$ cat src/common/qbu_verify_pkg.sv
// verify handshake control definitions
// state enum, timer and counter types, clock rate, retry limit, wait default

`default_nettype none

package qbu_verify_pkg;

    ////////////////////////////////////////////////////////////////////
    // state machine
    ////////////////////////////////////////////////////////////////////

    typedef enum logic [2:0] {
        // waiting for a start request
        IDLE,
        // sending our own verify mPacket
        SEND_VER,
        // waiting for the partner's answer
        WAIT,
        // answering a received verify
        SEND_RES,
        // handshake done, preemption allowed
        SUCCESS,
        // retries used up or cleared
        FAIL
    } verify_state_t;

    ////////////////////////////////////////////////////////////////////
    // timer and counter types
    ////////////////////////////////////////////////////////////////////

    // wait interval, unit is one millisecond
    typedef logic [15:0] verify_time_t;

    // clocks inside one microsecond
    typedef logic [6:0] clk_cnt_t;

    // microseconds inside one millisecond
    typedef logic [9:0] us_cnt_t;

    // total resends since reset
    typedef logic [15:0] err_cnt_t;

    // resends in the current attempt
    typedef logic [1:0] retry_cnt_t;

    ////////////////////////////////////////////////////////////////////
    // constants
    ////////////////////////////////////////////////////////////////////

    // 125 MHz core clock
    localparam int CLKS_PER_US = 125;
    localparam int US_PER_MS   = 1000;

    // resends allowed before giving up
    localparam retry_cnt_t MAX_RETRIES = 2'd3;

    // wait interval after reset, in ms
    localparam verify_time_t VERIFY_TIME_DEFAULT = 16'd10;

endpackage

`default_nettype wire

$ cat src/common/qbu_frame_pkg.sv
// mPacket framing definitions for the frame preemption verify handshake
// byte and SMD types, mPacket length, verify and response SMD codes

`default_nettype none

package qbu_frame_pkg;

    ////////////////////////////////////////////////////////////////////
    // types
    ////////////////////////////////////////////////////////////////////

    // one byte of a receive stream
    typedef logic [7:0] rx_byte_t;

    // start-of-mPacket delimiter
    typedef logic [7:0] smd_t;

    // beat position inside one mPacket, holds 0..63
    typedef logic [5:0] mpkt_cnt_t;

    ////////////////////////////////////////////////////////////////////
    // constants
    ////////////////////////////////////////////////////////////////////

    // verify and response mPackets carry 60 zero bytes
    localparam int MPKT_BYTES = 60;

    // SMD-V, sent when asking the link partner to verify
    localparam smd_t SMD_VERIFY = 8'h07;

    // SMD-R, sent as the answer to a received verify
    localparam smd_t SMD_RESPONSE = 8'h19;

endpackage

`default_nettype wire
$ cat src/source/qbu_verify_top.sv
// frame preemption verify handshake top level
// two mPacket detectors, wait timer and verify state machine

`default_nettype none

module qbu_verify_top
    import qbu_frame_pkg::*;
    import qbu_verify_pkg::*;
(
    input  wire logic         i_clk,
    input  wire logic         i_rst,
    // verify mPacket stream
    input  wire rx_byte_t     i_v_rx_data,
    input  wire logic         i_v_rx_last,
    input  wire logic         i_v_rx_valid,
    // response mPacket stream
    input  wire rx_byte_t     i_r_rx_data,
    input  wire logic         i_r_rx_last,
    input  wire logic         i_r_rx_valid,
    // control and configuration
    input  wire logic         i_verify_enabled,
    input  wire logic         i_start_verify,
    input  wire logic         i_clear_verify,
    input  wire verify_time_t i_verify_time,
    input  wire logic         i_verify_time_vld,
    // detect pulses
    output logic              o_verify_rx_valid,
    output logic              o_response_rx_valid,
    // transmit strobe
    output logic              o_tx_valid,
    output logic              o_tx_last,
    output smd_t              o_tx_smd,
    // status
    output logic              o_verify_done,
    output logic              o_verify_succ,
    output logic              o_preempt_enable,
    output err_cnt_t          o_err_verify_cnt
);

    // handshake between state machine and timer
    logic wait_run;
    logic wait_expired;

    ////////////////////////////////////////////////////////////////////
    // receive side
    ////////////////////////////////////////////////////////////////////

    verify_frame_detect u_verify_det (
        .i_clk         (i_clk),
        .i_rst         (i_rst),
        .i_rx_data     (i_v_rx_data),
        .i_rx_last     (i_v_rx_last),
        .i_rx_valid    (i_v_rx_valid),
        .o_mpkt_detect (o_verify_rx_valid)
    );

    verify_frame_detect u_response_det (
        .i_clk         (i_clk),
        .i_rst         (i_rst),
        .i_rx_data     (i_r_rx_data),
        .i_rx_last     (i_r_rx_last),
        .i_rx_valid    (i_r_rx_valid),
        .o_mpkt_detect (o_response_rx_valid)
    );

    ////////////////////////////////////////////////////////////////////
    // timer and control
    ////////////////////////////////////////////////////////////////////

    verify_timer u_timer (
        .i_clk             (i_clk),
        .i_rst             (i_rst),
        .i_wait_run        (wait_run),
        .i_verify_time     (i_verify_time),
        .i_verify_time_vld (i_verify_time_vld),
        .o_wait_expired    (wait_expired)
    );

    verify_fsm u_fsm (
        .i_clk            (i_clk),
        .i_rst            (i_rst),
        .i_start_verify   (i_start_verify),
        .i_clear_verify   (i_clear_verify),
        .i_verify_enabled (i_verify_enabled),
        .i_verify_rx      (o_verify_rx_valid),
        .i_response_rx    (o_response_rx_valid),
        .i_wait_expired   (wait_expired),
        .o_wait_run       (wait_run),
        .o_tx_valid       (o_tx_valid),
        .o_tx_last        (o_tx_last),
        .o_tx_smd         (o_tx_smd),
        .o_verify_done    (o_verify_done),
        .o_verify_succ    (o_verify_succ),
        .o_preempt_enable (o_preempt_enable),
        .o_err_verify_cnt (o_err_verify_cnt)
    );

endmodule

`default_nettype wire

$ cat src/verify/verify_fsm.sv
// verify handshake state machine
// control input registers, sticky receive flags, send and retry counters
// transmit strobes, result flags, preemption enable and error count

`default_nettype none

module verify_fsm
    import qbu_frame_pkg::*;
    import qbu_verify_pkg::*;
(
    input  wire logic i_clk,
    input  wire logic i_rst,
    input  wire logic i_start_verify,
    input  wire logic i_clear_verify,
    input  wire logic i_verify_enabled,
    input  wire logic i_verify_rx,
    input  wire logic i_response_rx,
    input  wire logic i_wait_expired,
    output logic      o_wait_run,
    output logic      o_tx_valid,
    output logic      o_tx_last,
    output smd_t      o_tx_smd,
    output logic      o_verify_done,
    output logic      o_verify_succ,
    output logic      o_preempt_enable,
    output err_cnt_t  o_err_verify_cnt
);

    verify_state_t state;
    verify_state_t state_n;

    // registered control inputs
    logic          r_start;
    logic          r_clear;
    logic          r_enable;

    // partner frames seen since the last IDLE
    logic          ver_seen;
    logic          res_seen;

    mpkt_cnt_t     send_cnt;
    retry_cnt_t    retry_cnt;

    logic          sending;
    logic          send_last;
    // timeout in WAIT with retries left
    logic          wait_resend;

    ////////////////////////////////////////////////////////////////////
    // control input registers
    ////////////////////////////////////////////////////////////////////

    always_ff @(posedge i_clk or posedge i_rst) begin
        if (i_rst) begin
            r_start  <= 1'b0;
            r_clear  <= 1'b0;
            r_enable <= 1'b0;
        end else begin
            r_start  <= i_start_verify;
            r_clear  <= i_clear_verify;
            r_enable <= i_verify_enabled;
        end
    end

    ////////////////////////////////////////////////////////////////////
    // state sequencing
    ////////////////////////////////////////////////////////////////////

    assign sending     = (state == SEND_VER) || (state == SEND_RES);
    assign send_last   = sending && (send_cnt == mpkt_cnt_t'(MPKT_BYTES - 1));
    assign wait_resend = (state == WAIT) && !ver_seen && !res_seen &&
                         i_wait_expired && (retry_cnt < MAX_RETRIES);

    always_ff @(posedge i_clk or posedge i_rst) begin
        if (i_rst) begin
            state <= IDLE;
        end else begin
            state <= state_n;
        end
    end

    always_comb begin
        state_n = state;
        case (state)
            IDLE: begin
                if (r_start && r_enable) begin
                    state_n = SEND_VER;
                end
            end
            SEND_VER: begin
                if (send_last) begin
                    state_n = WAIT;
                end
            end
            WAIT: begin
                // a received verify wins over a received response
                if (ver_seen) begin
                    state_n = SEND_RES;
                end else if (res_seen) begin
                    state_n = SUCCESS;
                end else if (wait_resend) begin
                    state_n = SEND_VER;
                end else if (i_wait_expired) begin
                    state_n = FAIL;
                end
            end
            SEND_RES: begin
                if (send_last) begin
                    state_n = SUCCESS;
                end
            end
            SUCCESS: begin
                if (r_start) begin
                    state_n = IDLE;
                end else if (r_clear) begin
                    state_n = FAIL;
                end
            end
            FAIL: begin
                if (r_start && r_enable) begin
                    state_n = IDLE;
                end
            end
            default: begin
                state_n = IDLE;
            end
        endcase
    end

    ////////////////////////////////////////////////////////////////////
    // sticky flags and counters
    ////////////////////////////////////////////////////////////////////

    always_ff @(posedge i_clk or posedge i_rst) begin
        if (i_rst) begin
            ver_seen <= 1'b0;
            res_seen <= 1'b0;
        end else if (state == IDLE) begin
            ver_seen <= 1'b0;
            res_seen <= 1'b0;
        end else begin
            ver_seen <= ver_seen | i_verify_rx;
            res_seen <= res_seen | i_response_rx;
        end
    end

    // byte position of the mPacket being sent
    always_ff @(posedge i_clk or posedge i_rst) begin
        if (i_rst) begin
            send_cnt <= '0;
        end else if (sending && !send_last) begin
            send_cnt <= send_cnt + mpkt_cnt_t'(1);
        end else begin
            send_cnt <= '0;
        end
    end

    // retries per attempt, restart from IDLE
    always_ff @(posedge i_clk or posedge i_rst) begin
        if (i_rst) begin
            retry_cnt <= '0;
        end else if (state == IDLE) begin
            retry_cnt <= '0;
        end else if (wait_resend) begin
            retry_cnt <= retry_cnt + retry_cnt_t'(1);
        end
    end

    // resend total, only reset clears it
    always_ff @(posedge i_clk or posedge i_rst) begin
        if (i_rst) begin
            o_err_verify_cnt <= '0;
        end else if (wait_resend) begin
            o_err_verify_cnt <= o_err_verify_cnt + err_cnt_t'(1);
        end
    end

    ////////////////////////////////////////////////////////////////////
    // outputs
    ////////////////////////////////////////////////////////////////////

    always_ff @(posedge i_clk or posedge i_rst) begin
        if (i_rst) begin
            o_preempt_enable <= 1'b0;
        end else begin
            o_preempt_enable <= (state == SUCCESS);
        end
    end

    assign o_wait_run    = (state == WAIT);
    assign o_tx_valid    = sending;
    assign o_tx_last     = send_last;
    assign o_verify_done = (state == SUCCESS) || (state == FAIL);
    assign o_verify_succ = (state == SUCCESS);

    // SMD only during a send burst
    always_comb begin
        case (state)
            SEND_VER: o_tx_smd = SMD_VERIFY;
            SEND_RES: o_tx_smd = SMD_RESPONSE;
            default:  o_tx_smd = '0;
        endcase
    end

endmodule

`default_nettype wire

$ cat src/verify/verify_timer.sv
// verify wait timer
// loadable wait interval, cascaded clock, microsecond and millisecond counters
// expiry pulse each time the programmed interval completes

`default_nettype none

module verify_timer
    import qbu_verify_pkg::*;
(
    input  wire logic         i_clk,
    input  wire logic         i_rst,
    input  wire logic         i_wait_run,
    input  wire verify_time_t i_verify_time,
    input  wire logic         i_verify_time_vld,
    output logic              o_wait_expired
);

    // programmed interval and its last millisecond index
    verify_time_t wait_time;
    verify_time_t wait_last;

    clk_cnt_t     clk_cnt;
    us_cnt_t      us_cnt;
    verify_time_t ms_cnt;

    // end of a microsecond and of a millisecond
    logic         us_tick;
    logic         ms_tick;

    ////////////////////////////////////////////////////////////////////
    // wait interval register
    ////////////////////////////////////////////////////////////////////

    always_ff @(posedge i_clk or posedge i_rst) begin
        if (i_rst) begin
            wait_time <= VERIFY_TIME_DEFAULT;
        end else if (i_verify_time_vld) begin
            wait_time <= i_verify_time;
        end
    end

    assign wait_last = wait_time - verify_time_t'(1);

    ////////////////////////////////////////////////////////////////////
    // counter cascade
    ////////////////////////////////////////////////////////////////////

    assign us_tick        = i_wait_run && (clk_cnt == clk_cnt_t'(CLKS_PER_US - 1));
    assign ms_tick        = us_tick && (us_cnt == us_cnt_t'(US_PER_MS - 1));
    // N ms after run rises, on the last clock of the interval
    assign o_wait_expired = ms_tick && (ms_cnt == wait_last);

    // all three counters hold zero while not running
    always_ff @(posedge i_clk or posedge i_rst) begin
        if (i_rst) begin
            clk_cnt <= '0;
            us_cnt  <= '0;
            ms_cnt  <= '0;
        end else if (!i_wait_run) begin
            clk_cnt <= '0;
            us_cnt  <= '0;
            ms_cnt  <= '0;
        end else begin
            // clocks within a microsecond
            clk_cnt <= us_tick ? '0 : clk_cnt + clk_cnt_t'(1);
            // microseconds within a millisecond
            if (ms_tick) begin
                us_cnt <= '0;
            end else if (us_tick) begin
                us_cnt <= us_cnt + us_cnt_t'(1);
            end
            // milliseconds, wrap at expiry so the interval repeats
            if (o_wait_expired) begin
                ms_cnt <= '0;
            end else if (ms_tick) begin
                ms_cnt <= ms_cnt + verify_time_t'(1);
            end
        end
    end

endmodule

`default_nettype wire

$ cat src/source/verify_frame_detect.sv
// all-zero mPacket detector for one receive byte stream
// pulses once after the last beat of a 60-byte frame of zero bytes

`default_nettype none

module verify_frame_detect
    import qbu_frame_pkg::*;
(
    input  wire logic     i_clk,
    input  wire logic     i_rst,
    input  wire rx_byte_t i_rx_data,
    input  wire logic     i_rx_last,
    input  wire logic     i_rx_valid,
    output logic          o_mpkt_detect
);

    // beats already taken in the current frame
    mpkt_cnt_t beat_cnt;
    // some earlier byte of this frame was not zero
    logic      nonzero;
    // current beat closes a qualifying frame
    logic      frame_ok;

    // sixtieth beat, zero itself, and nothing nonzero before it
    assign frame_ok = i_rx_valid && i_rx_last &&
                      (beat_cnt == mpkt_cnt_t'(MPKT_BYTES - 1)) &&
                      !nonzero && (i_rx_data == '0);

    // beat count and nonzero flag, both restart after a last beat
    always_ff @(posedge i_clk or posedge i_rst) begin
        if (i_rst) begin
            beat_cnt <= '0;
            nonzero  <= 1'b0;
        end else if (i_rx_valid && i_rx_last) begin
            beat_cnt <= '0;
            nonzero  <= 1'b0;
        end else if (i_rx_valid) begin
            // saturate so long frames never alias to 60
            if (beat_cnt != '1) begin
                beat_cnt <= beat_cnt + mpkt_cnt_t'(1);
            end
            nonzero <= nonzero | (i_rx_data != '0);
        end
    end

    // one-cycle detect pulse, the cycle after the last beat
    always_ff @(posedge i_clk or posedge i_rst) begin
        if (i_rst) begin
            o_mpkt_detect <= 1'b0;
        end else begin
            o_mpkt_detect <= frame_ok;
        end
    end

endmodule

`default_nettype wire

$ cat config.mk
export PLATFORM = sky130hd
export DESIGN_NAME = qbu_verify_top
export DESIGN_NICKNAME = d
export VERILOG_FILES = /design/src/common/qbu_verify_pkg.sv /design/src/common/qbu_frame_pkg.sv /design/src/source/qbu_verify_top.sv /design/src/verify/verify_fsm.sv /design/src/verify/verify_timer.sv /design/src/source/verify_frame_detect.sv
export SDC_FILE = /design/constraint.sdc
export NUM_CORES = 1
export LEC_CHECK = 0
export BUFFER_PORTS_ARGS = -buffer_cell sky130_fd_sc_hd__buf_4
export CAP_MARGIN = 0
export CORE_ASPECT_RATIO = 0.75
export CORE_MARGIN = 5
export CORE_UTILIZATION = 43
export CTS_BUF_LIST = sky130_fd_sc_hd__clkbuf_4 sky130_fd_sc_hd__clkbuf_8
export DETAILED_ROUTE_END_ITERATION = 10
export PLACE_DENSITY = 0.68
export SLEW_MARGIN = 15
export SYNTH_ARGS = -nofsm -noshare
export SYNTH_HDL_FRONTEND = slang
export SYNTH_SLANG_ARGS = --single-unit
$ cat constraint.sdc
create_clock -name i_clk -period 7.97 [get_ports i_clk]
set_input_delay 2.391 -clock i_clk [delete_from_list [all_inputs] [get_ports i_clk]]
set_output_delay 2.391 -clock i_clk [all_outputs]
set_load 0.005 [all_outputs]
### Yosys cells after proc, flatten, opt, wreduce, memory -nomap -nowiden

Cells that the tools add are included.
W data, S select, Z words.

| storage, ports and cells | value |
|---|---|
| register bits | 98 |
| input port bits | 42 |
| output and inout bits | 31 |
| logic and storage cells | 128 |

| operators by class | value |
|---|---|
| add/subtract/negate cells | 9 |
| magnitude comparators | 1 |
| equal/unequal tests | 21 |
| multiplexer cells | 35 |
| bitwise gates (word level) | 4 |
| reductions and logical operators | 38 |

Operators with widths:

| cell | number |
|---|---|
| $mux W16 | 3 |
| $mux W6 | 7 |
| $add A16 B1 Y16 const B | 2 |
| $mux W10 | 3 |
| $mux W3 | 10 |
| $add A6 B1 Y6 const B | 3 |
| $eq A6 B6 Y1 const B | 3 |
| $logic_and A1 B1 Y1 | 18 |
| $pmux W3 S6 | 1 |
| $eq A16 B16 Y1 | 1 |
| $logic_not A8 Y1 | 2 |
| $reduce_bool A8 Y1 | 2 |
| $sub A16 B1 Y16 const B | 1 |
| $mux W7 | 2 |
| $ne A6 B6 Y1 const B | 2 |
| $add A10 B1 Y10 const B | 1 |
| $eq A10 B10 Y1 const B | 1 |
| $pmux W5 S2 | 1 |
| $reduce_bool A2 Y1 | 5 |
| $ne A2 B1 Y1 const B | 4 |
| $add A7 B1 Y7 const B | 1 |
| $eq A7 B7 Y1 const B | 1 |
| $eq A3 B2 Y1 const B | 2 |
| $eq A3 B3 Y1 const B | 2 |
| other kinds (15) | 30 |

### Depth between registers and ports, before layout

| logic depth | value |
|---|---|
| word-level depth | 10 |
| gate-level depth with buffers | 12 |
| depth with buffers taken out | 10 |

### Modules after synthesis

A second synthesis with hierarchy kept.

| unflattened totals | value |
|---|---|
| cell total of the unflattened synthesis | 539 |
| area total of the unflattened synthesis | 5398.9 um^2 |

Modules (own cells, without submodules):

| module | instances | cells each | area an instance (um^2) | sequential area each (um^2) |
|---|---|---|---|---|
| verify_timer | 1 | 305 | 2914.0 | 1228.7 |
| verify_fsm | 1 | 152 | 1564.0 | 825.8 |
| verify_frame_detect | 2 | 41 | 460.4 | 200.2 |

### Worst setup path before layout

OpenSTA, ideal clock, no wires.

| path | value |
|---|---|
| kind | flip-flop to output port |
| start point | reg u_fsm.state[2] |
| end point | out o_tx_smd[4] |
| arrival | 1.196 ns |
| required time | 5.579 ns |
| path slack | 4.383 ns |
| stages on the path, launching flop included | 6 |
| path buffers | 2 |
| cells stage by stage | dfrtp_1 clkbuf_1 nand2b_1 inv_1 and2_1 buf_4 |

| between the ends | value |
|---|---|
| word-level cells in the longest chain between the ends | 2 |
| elaborated cells between the ends (all ways) | 3 |
| those cells by class | eq/ne (2); mux (1) |

RTL lines:

| what | line | text |
|---|---|---|
| from (decl) | verify_fsm.sv:29 | `verify_state_t state;` |
| from (signal assigned) | verify_fsm.sv:78 | `state <= state_n;` |
| $eq A3 B2 Y1 or $eq A3 B1 Y1 (tied branches) | verify_fsm.sv:198 | `case (state)` |
| $pmux W5 S2 (*) | verify_fsm.sv:198 |  |
| to (decl) | qbu_verify_top.sv:32 | `output smd_t o_tx_smd,` |

Every way passes the cells marked *; elsewhere a longest branch is shown, timed or not.

### Worst setup path after layout

| path | value |
|---|---|
| start point | reg u_fsm.state[2] |
| end point | out o_tx_last |

| between the ends | value |
|---|---|
| word-level cells in the longest chain between the ends | 3 |
| elaborated cells between the ends (all ways) | 4 |
| those cells by class | eq/ne (2); reduce/logical (2) |

RTL lines:

| what | line | text |
|---|---|---|
| $eq A3 B1 Y1 or $eq A3 B2 Y1 (tied branches) | verify_fsm.sv:69 | `assign sending = (state == SEND_VER) \|\| (state == SEND_RES);` |
| $logic_or A1 B1 Y1 (*) | verify_fsm.sv:69 |  |
| $logic_and A1 B1 Y1 (*) | verify_fsm.sv:70 | `assign send_last = sending && (send_cnt == mpkt_cnt_t'(MPKT_BYTES - 1));` |
| to (decl) | qbu_verify_top.sv:31 | `output logic o_tx_last,` |

Marked as above.

==> reports/qor.yml <==
dpl.hpwl_microns: 8240
reg2reg_to: "u_fsm.o_err_verify_cnt[6]"
p_clk_share_pct: 31.1
grt_max_degree: 57
ios: 73
cts.sink_count: 98
syn_to_final_growth_pct: 15.8
grt_util_all_layers_pct: 15.4
min_path_cells: 1
fin_cells: 766
required_ns: 5.58
cts_tree: "built"
status: "finished clean"
final_antenna_net_count: 0
dr.pass1.iters: 4
nNetsFinal: 647
pwr-share-comb_pct: 19.3
totalWireLength_microns: 11200
row_count: 35
critPathTopFamily: "simple AND/OR/NAND/NOR gates"
worstPathMaxFanout: 11
ys_warn_count: 0
tns_ns: 0
wl_per_cell_microns: 14.6
drcViolationCount: 0
holdCritPathClass: "reg2reg"
worstReg2RegStart: "u_fsm.state[1]"
total_leakage_power_uw: 0.00271
synth_top_cell_by_area: "dfrtp_1"
antenna_found_initial: 0
via_per_inst: 5.30
crit_buf_inv: 1
grt_pass1_wl_microns: 19200
portBuffers: 69
p_sw_share_pct: 30.1
post_cts.repair.setup_buffers: 0
cts_resized: 0
hold_end: "u_fsm.send_cnt[0]"
cp-end-kind: "primary output"
power_density_nw_per_um2: 188
clk_path_buf_depth: 2
post-route-period-util_pct: 50.0
setup_violations: 0
p_seq_share_pct: 49.6
ir_worst_vdd_v: 0.000152
synth_common_cells: "96 x dfrtp_1, 60 x nor2_1, 52 x nand2_1, 43 x xor2_1, 26 x xnor2_1"
timing.final.hold_violations: 0
intPower_uw: 814
synth-edff-count: 0
synthMostInstantiatedCell: "dfrtp_1"
finalClockSkew_ns: 0.0200
ctsHoldBuffers: 0
cap_violations: 0
diodes: 0
seq_area_sq_um: 2450
cts.clk_slew.worst_paths_ns: 0.09
slew_headroom_pct: 46.2
seq_area_frac_synth_pct: 46.0
r2r_cells: 8
critPathArrivalTime_ns: 1.59
async_flop_share_pct: 100
fin_crit_ns: 3.99
drv_slew: 0
ctsHtreeMaxLevel: 3
die_h_microns: 107
slowest_delay_ns: 0.52
synth_top_flop_cell: "dfrtp_1"
final_util_pct: 50.6
dp.cells: 750
postSynthCellCount: 535
grt_overflow: 0
crit_type: "reg2out"
rsz0062_at_grt: "no"
drive_above_1_share_pct: 20.2
power_switching_uw: 350
initial_core_util_pct: 43.7
path_cells: "nand2b_1 > nor4_1 > buf_4"
min-delay-start: "u_fsm.send_cnt[0]"
drtIter0Drc: 139
max_freq_ghz: 0.251
synth_area_sq_um: 5340
ff2ff_setup_slack_ns: 4.64
synth_area_per_cell_sq_um: 9.98
die_w_microns: 139
die_area_sq_um: 14800
synth_top_area_share_pct: 45.0
vias: 4063
ys_seq_elements: 98
start_kind: "flop"
root_buffer: "clkbuf_8"
multi_input_area_sq_um: 2710
cpMaxStageDelayCell: "dfrtp_1"
n_fill_cell: 1128
worstMarginPinSlew_ns: 0.800
netlist_top_cells_area: "dfrtp_1 45%, xor2_1 7.1%, xnor2_1 4.3%"
grt_pass1_vias: 4069
cts_buffers: 9
clock_latency_ns: 0.37
synth_cell_types: 62
core_area_sq_um: 12200
place_congestion: 0.797
-- registers in the layout, summed over array words and instances, names as in the netlist, 2 cells and up --
signal and flops:
u_fsm.state 3, u_timer.us_cnt 10, u_fsm.o_err_verify_cnt 16, u_timer.clk_cnt 7, u_verify_det.beat_cnt 6, u_timer.ms_cnt 16, u_response_det.beat_cnt 6, u_fsm.send_cnt 6
u_timer.wait_time 16, u_fsm.retry_cnt 2
-- cell usage in the layout (no fill, tap or decap), drive strengths merged, types with 3 or more instances in the layout --
master	instances
and2	5
nor2	60
nand2b	7
o21ai	12
ha	10
nand4b	4
and4	3
o31ai	8
inv	18
nand2	52
dfrtp	96
or3	3
clkbuf	11
xnor2	26
nand3	23
nand4	22
a21oi	16
nor4	14
and3	11
conb	3
a31oi	5
nor3	18
nand3b	3
o21a	3
nor3b	3
buf	70
xor2	43
mux2	15
-- cells by family (layout without fill, tap and decap cells) --
| logic type | after synthesis | count (layout) | synth area share (%) |
|---|---|---|---|
| flip-flops | 98 | 98 | 46.0 |
| AND/OR/NAND/NOR | 235 | 235 | 24.6 |
| AO/OA/AOI/OAI | 64 | 64 | 8.20 |
| XOR/XNOR | 70 | 70 | 11.7 |
| buffers and inverters | 40 | 103 | 3.49 |
| other | 1 | 3 | 0.0702 |
| multiplexers | 17 | 17 | 3.54 |
| adder cells (fa/ha/maj) | 10 | 10 | 2.34 |
-- stage by stage --
stage          total power (uW)  cell area [sq um]  setup WS, ns  hold WS (ns)
6_report                   1160               6180          3.98         0.473
5_1_grt                    1230               6180          3.80         0.494
4_1_cts                    1180               6180          3.97         0.476
3_5_place_dp                813               5960          4.18         0.462
3_3_place_gp                803               5960          4.23         0.447
2_1_floorplan               738               5350          3.02         0.433
-- worst reg2reg max path: stages (launching register included) --
cell and delay (ns):
dfrtp_1 0.60, nor3b_4 0.39, nand4b_1 0.20, nor4_4 0.60
nand4_2 0.19, nor4_4 0.30, nand3_2 0.40, nor4_1 0.40
xor2_1 0.18
-- power groups by stage --
| stage | combinational (uW) | clock (uW) | sequential [uW] |
|---|---|---|---|
| after global routing | 253 | 392 | 584 |
| after global placement | 219 | 0 | 584 |
| after detailed placement | 226 | 0 | 587 |
| after CTS | 227 | 373 | 578 |
| final | 224 | 362 | 578 |
| after floorplan | 176 | 0 | 562 |
-- routing by layer --
metal | track usage, % | routed length (microns)
met1 | 21.4 | 5510
met2 | 24.4 | 5040
met3 | 3.82 | 556
met4 | 3.84 | 58
met5 | 0 | 0
-- worst max-delay path by stage --
stage                              start                   endpoint  slack (ns)  cells after the start
after floorplan                    i_rst  u_fsm.o_err_verify_cnt[0]        3.02                      1
after global placement             i_rst       u_timer.wait_time[6]        4.23                      3
after detailed placement           i_rst       u_timer.wait_time[7]        4.18                      3
after CTS                 u_fsm.state[2]                  o_tx_last        3.97                      3
after global routing      u_fsm.state[2]                  o_tx_last        3.80                      3
final                     u_fsm.state[2]                  o_tx_last        3.98                      3
-- layout make-up --
type / count / share of cell area, %
multi-input cells: 399 / 43.8
flip-flops and latches: 98 / 39.7
repair buffers: 70 / 8.50
well taps: 166 / 3.36
clock buffers: 11 / 2.25
clock inverters: 5 / 1.38
inverters: 17 / 1.05
No activity file was read; power rests on OpenSTA's default activity.
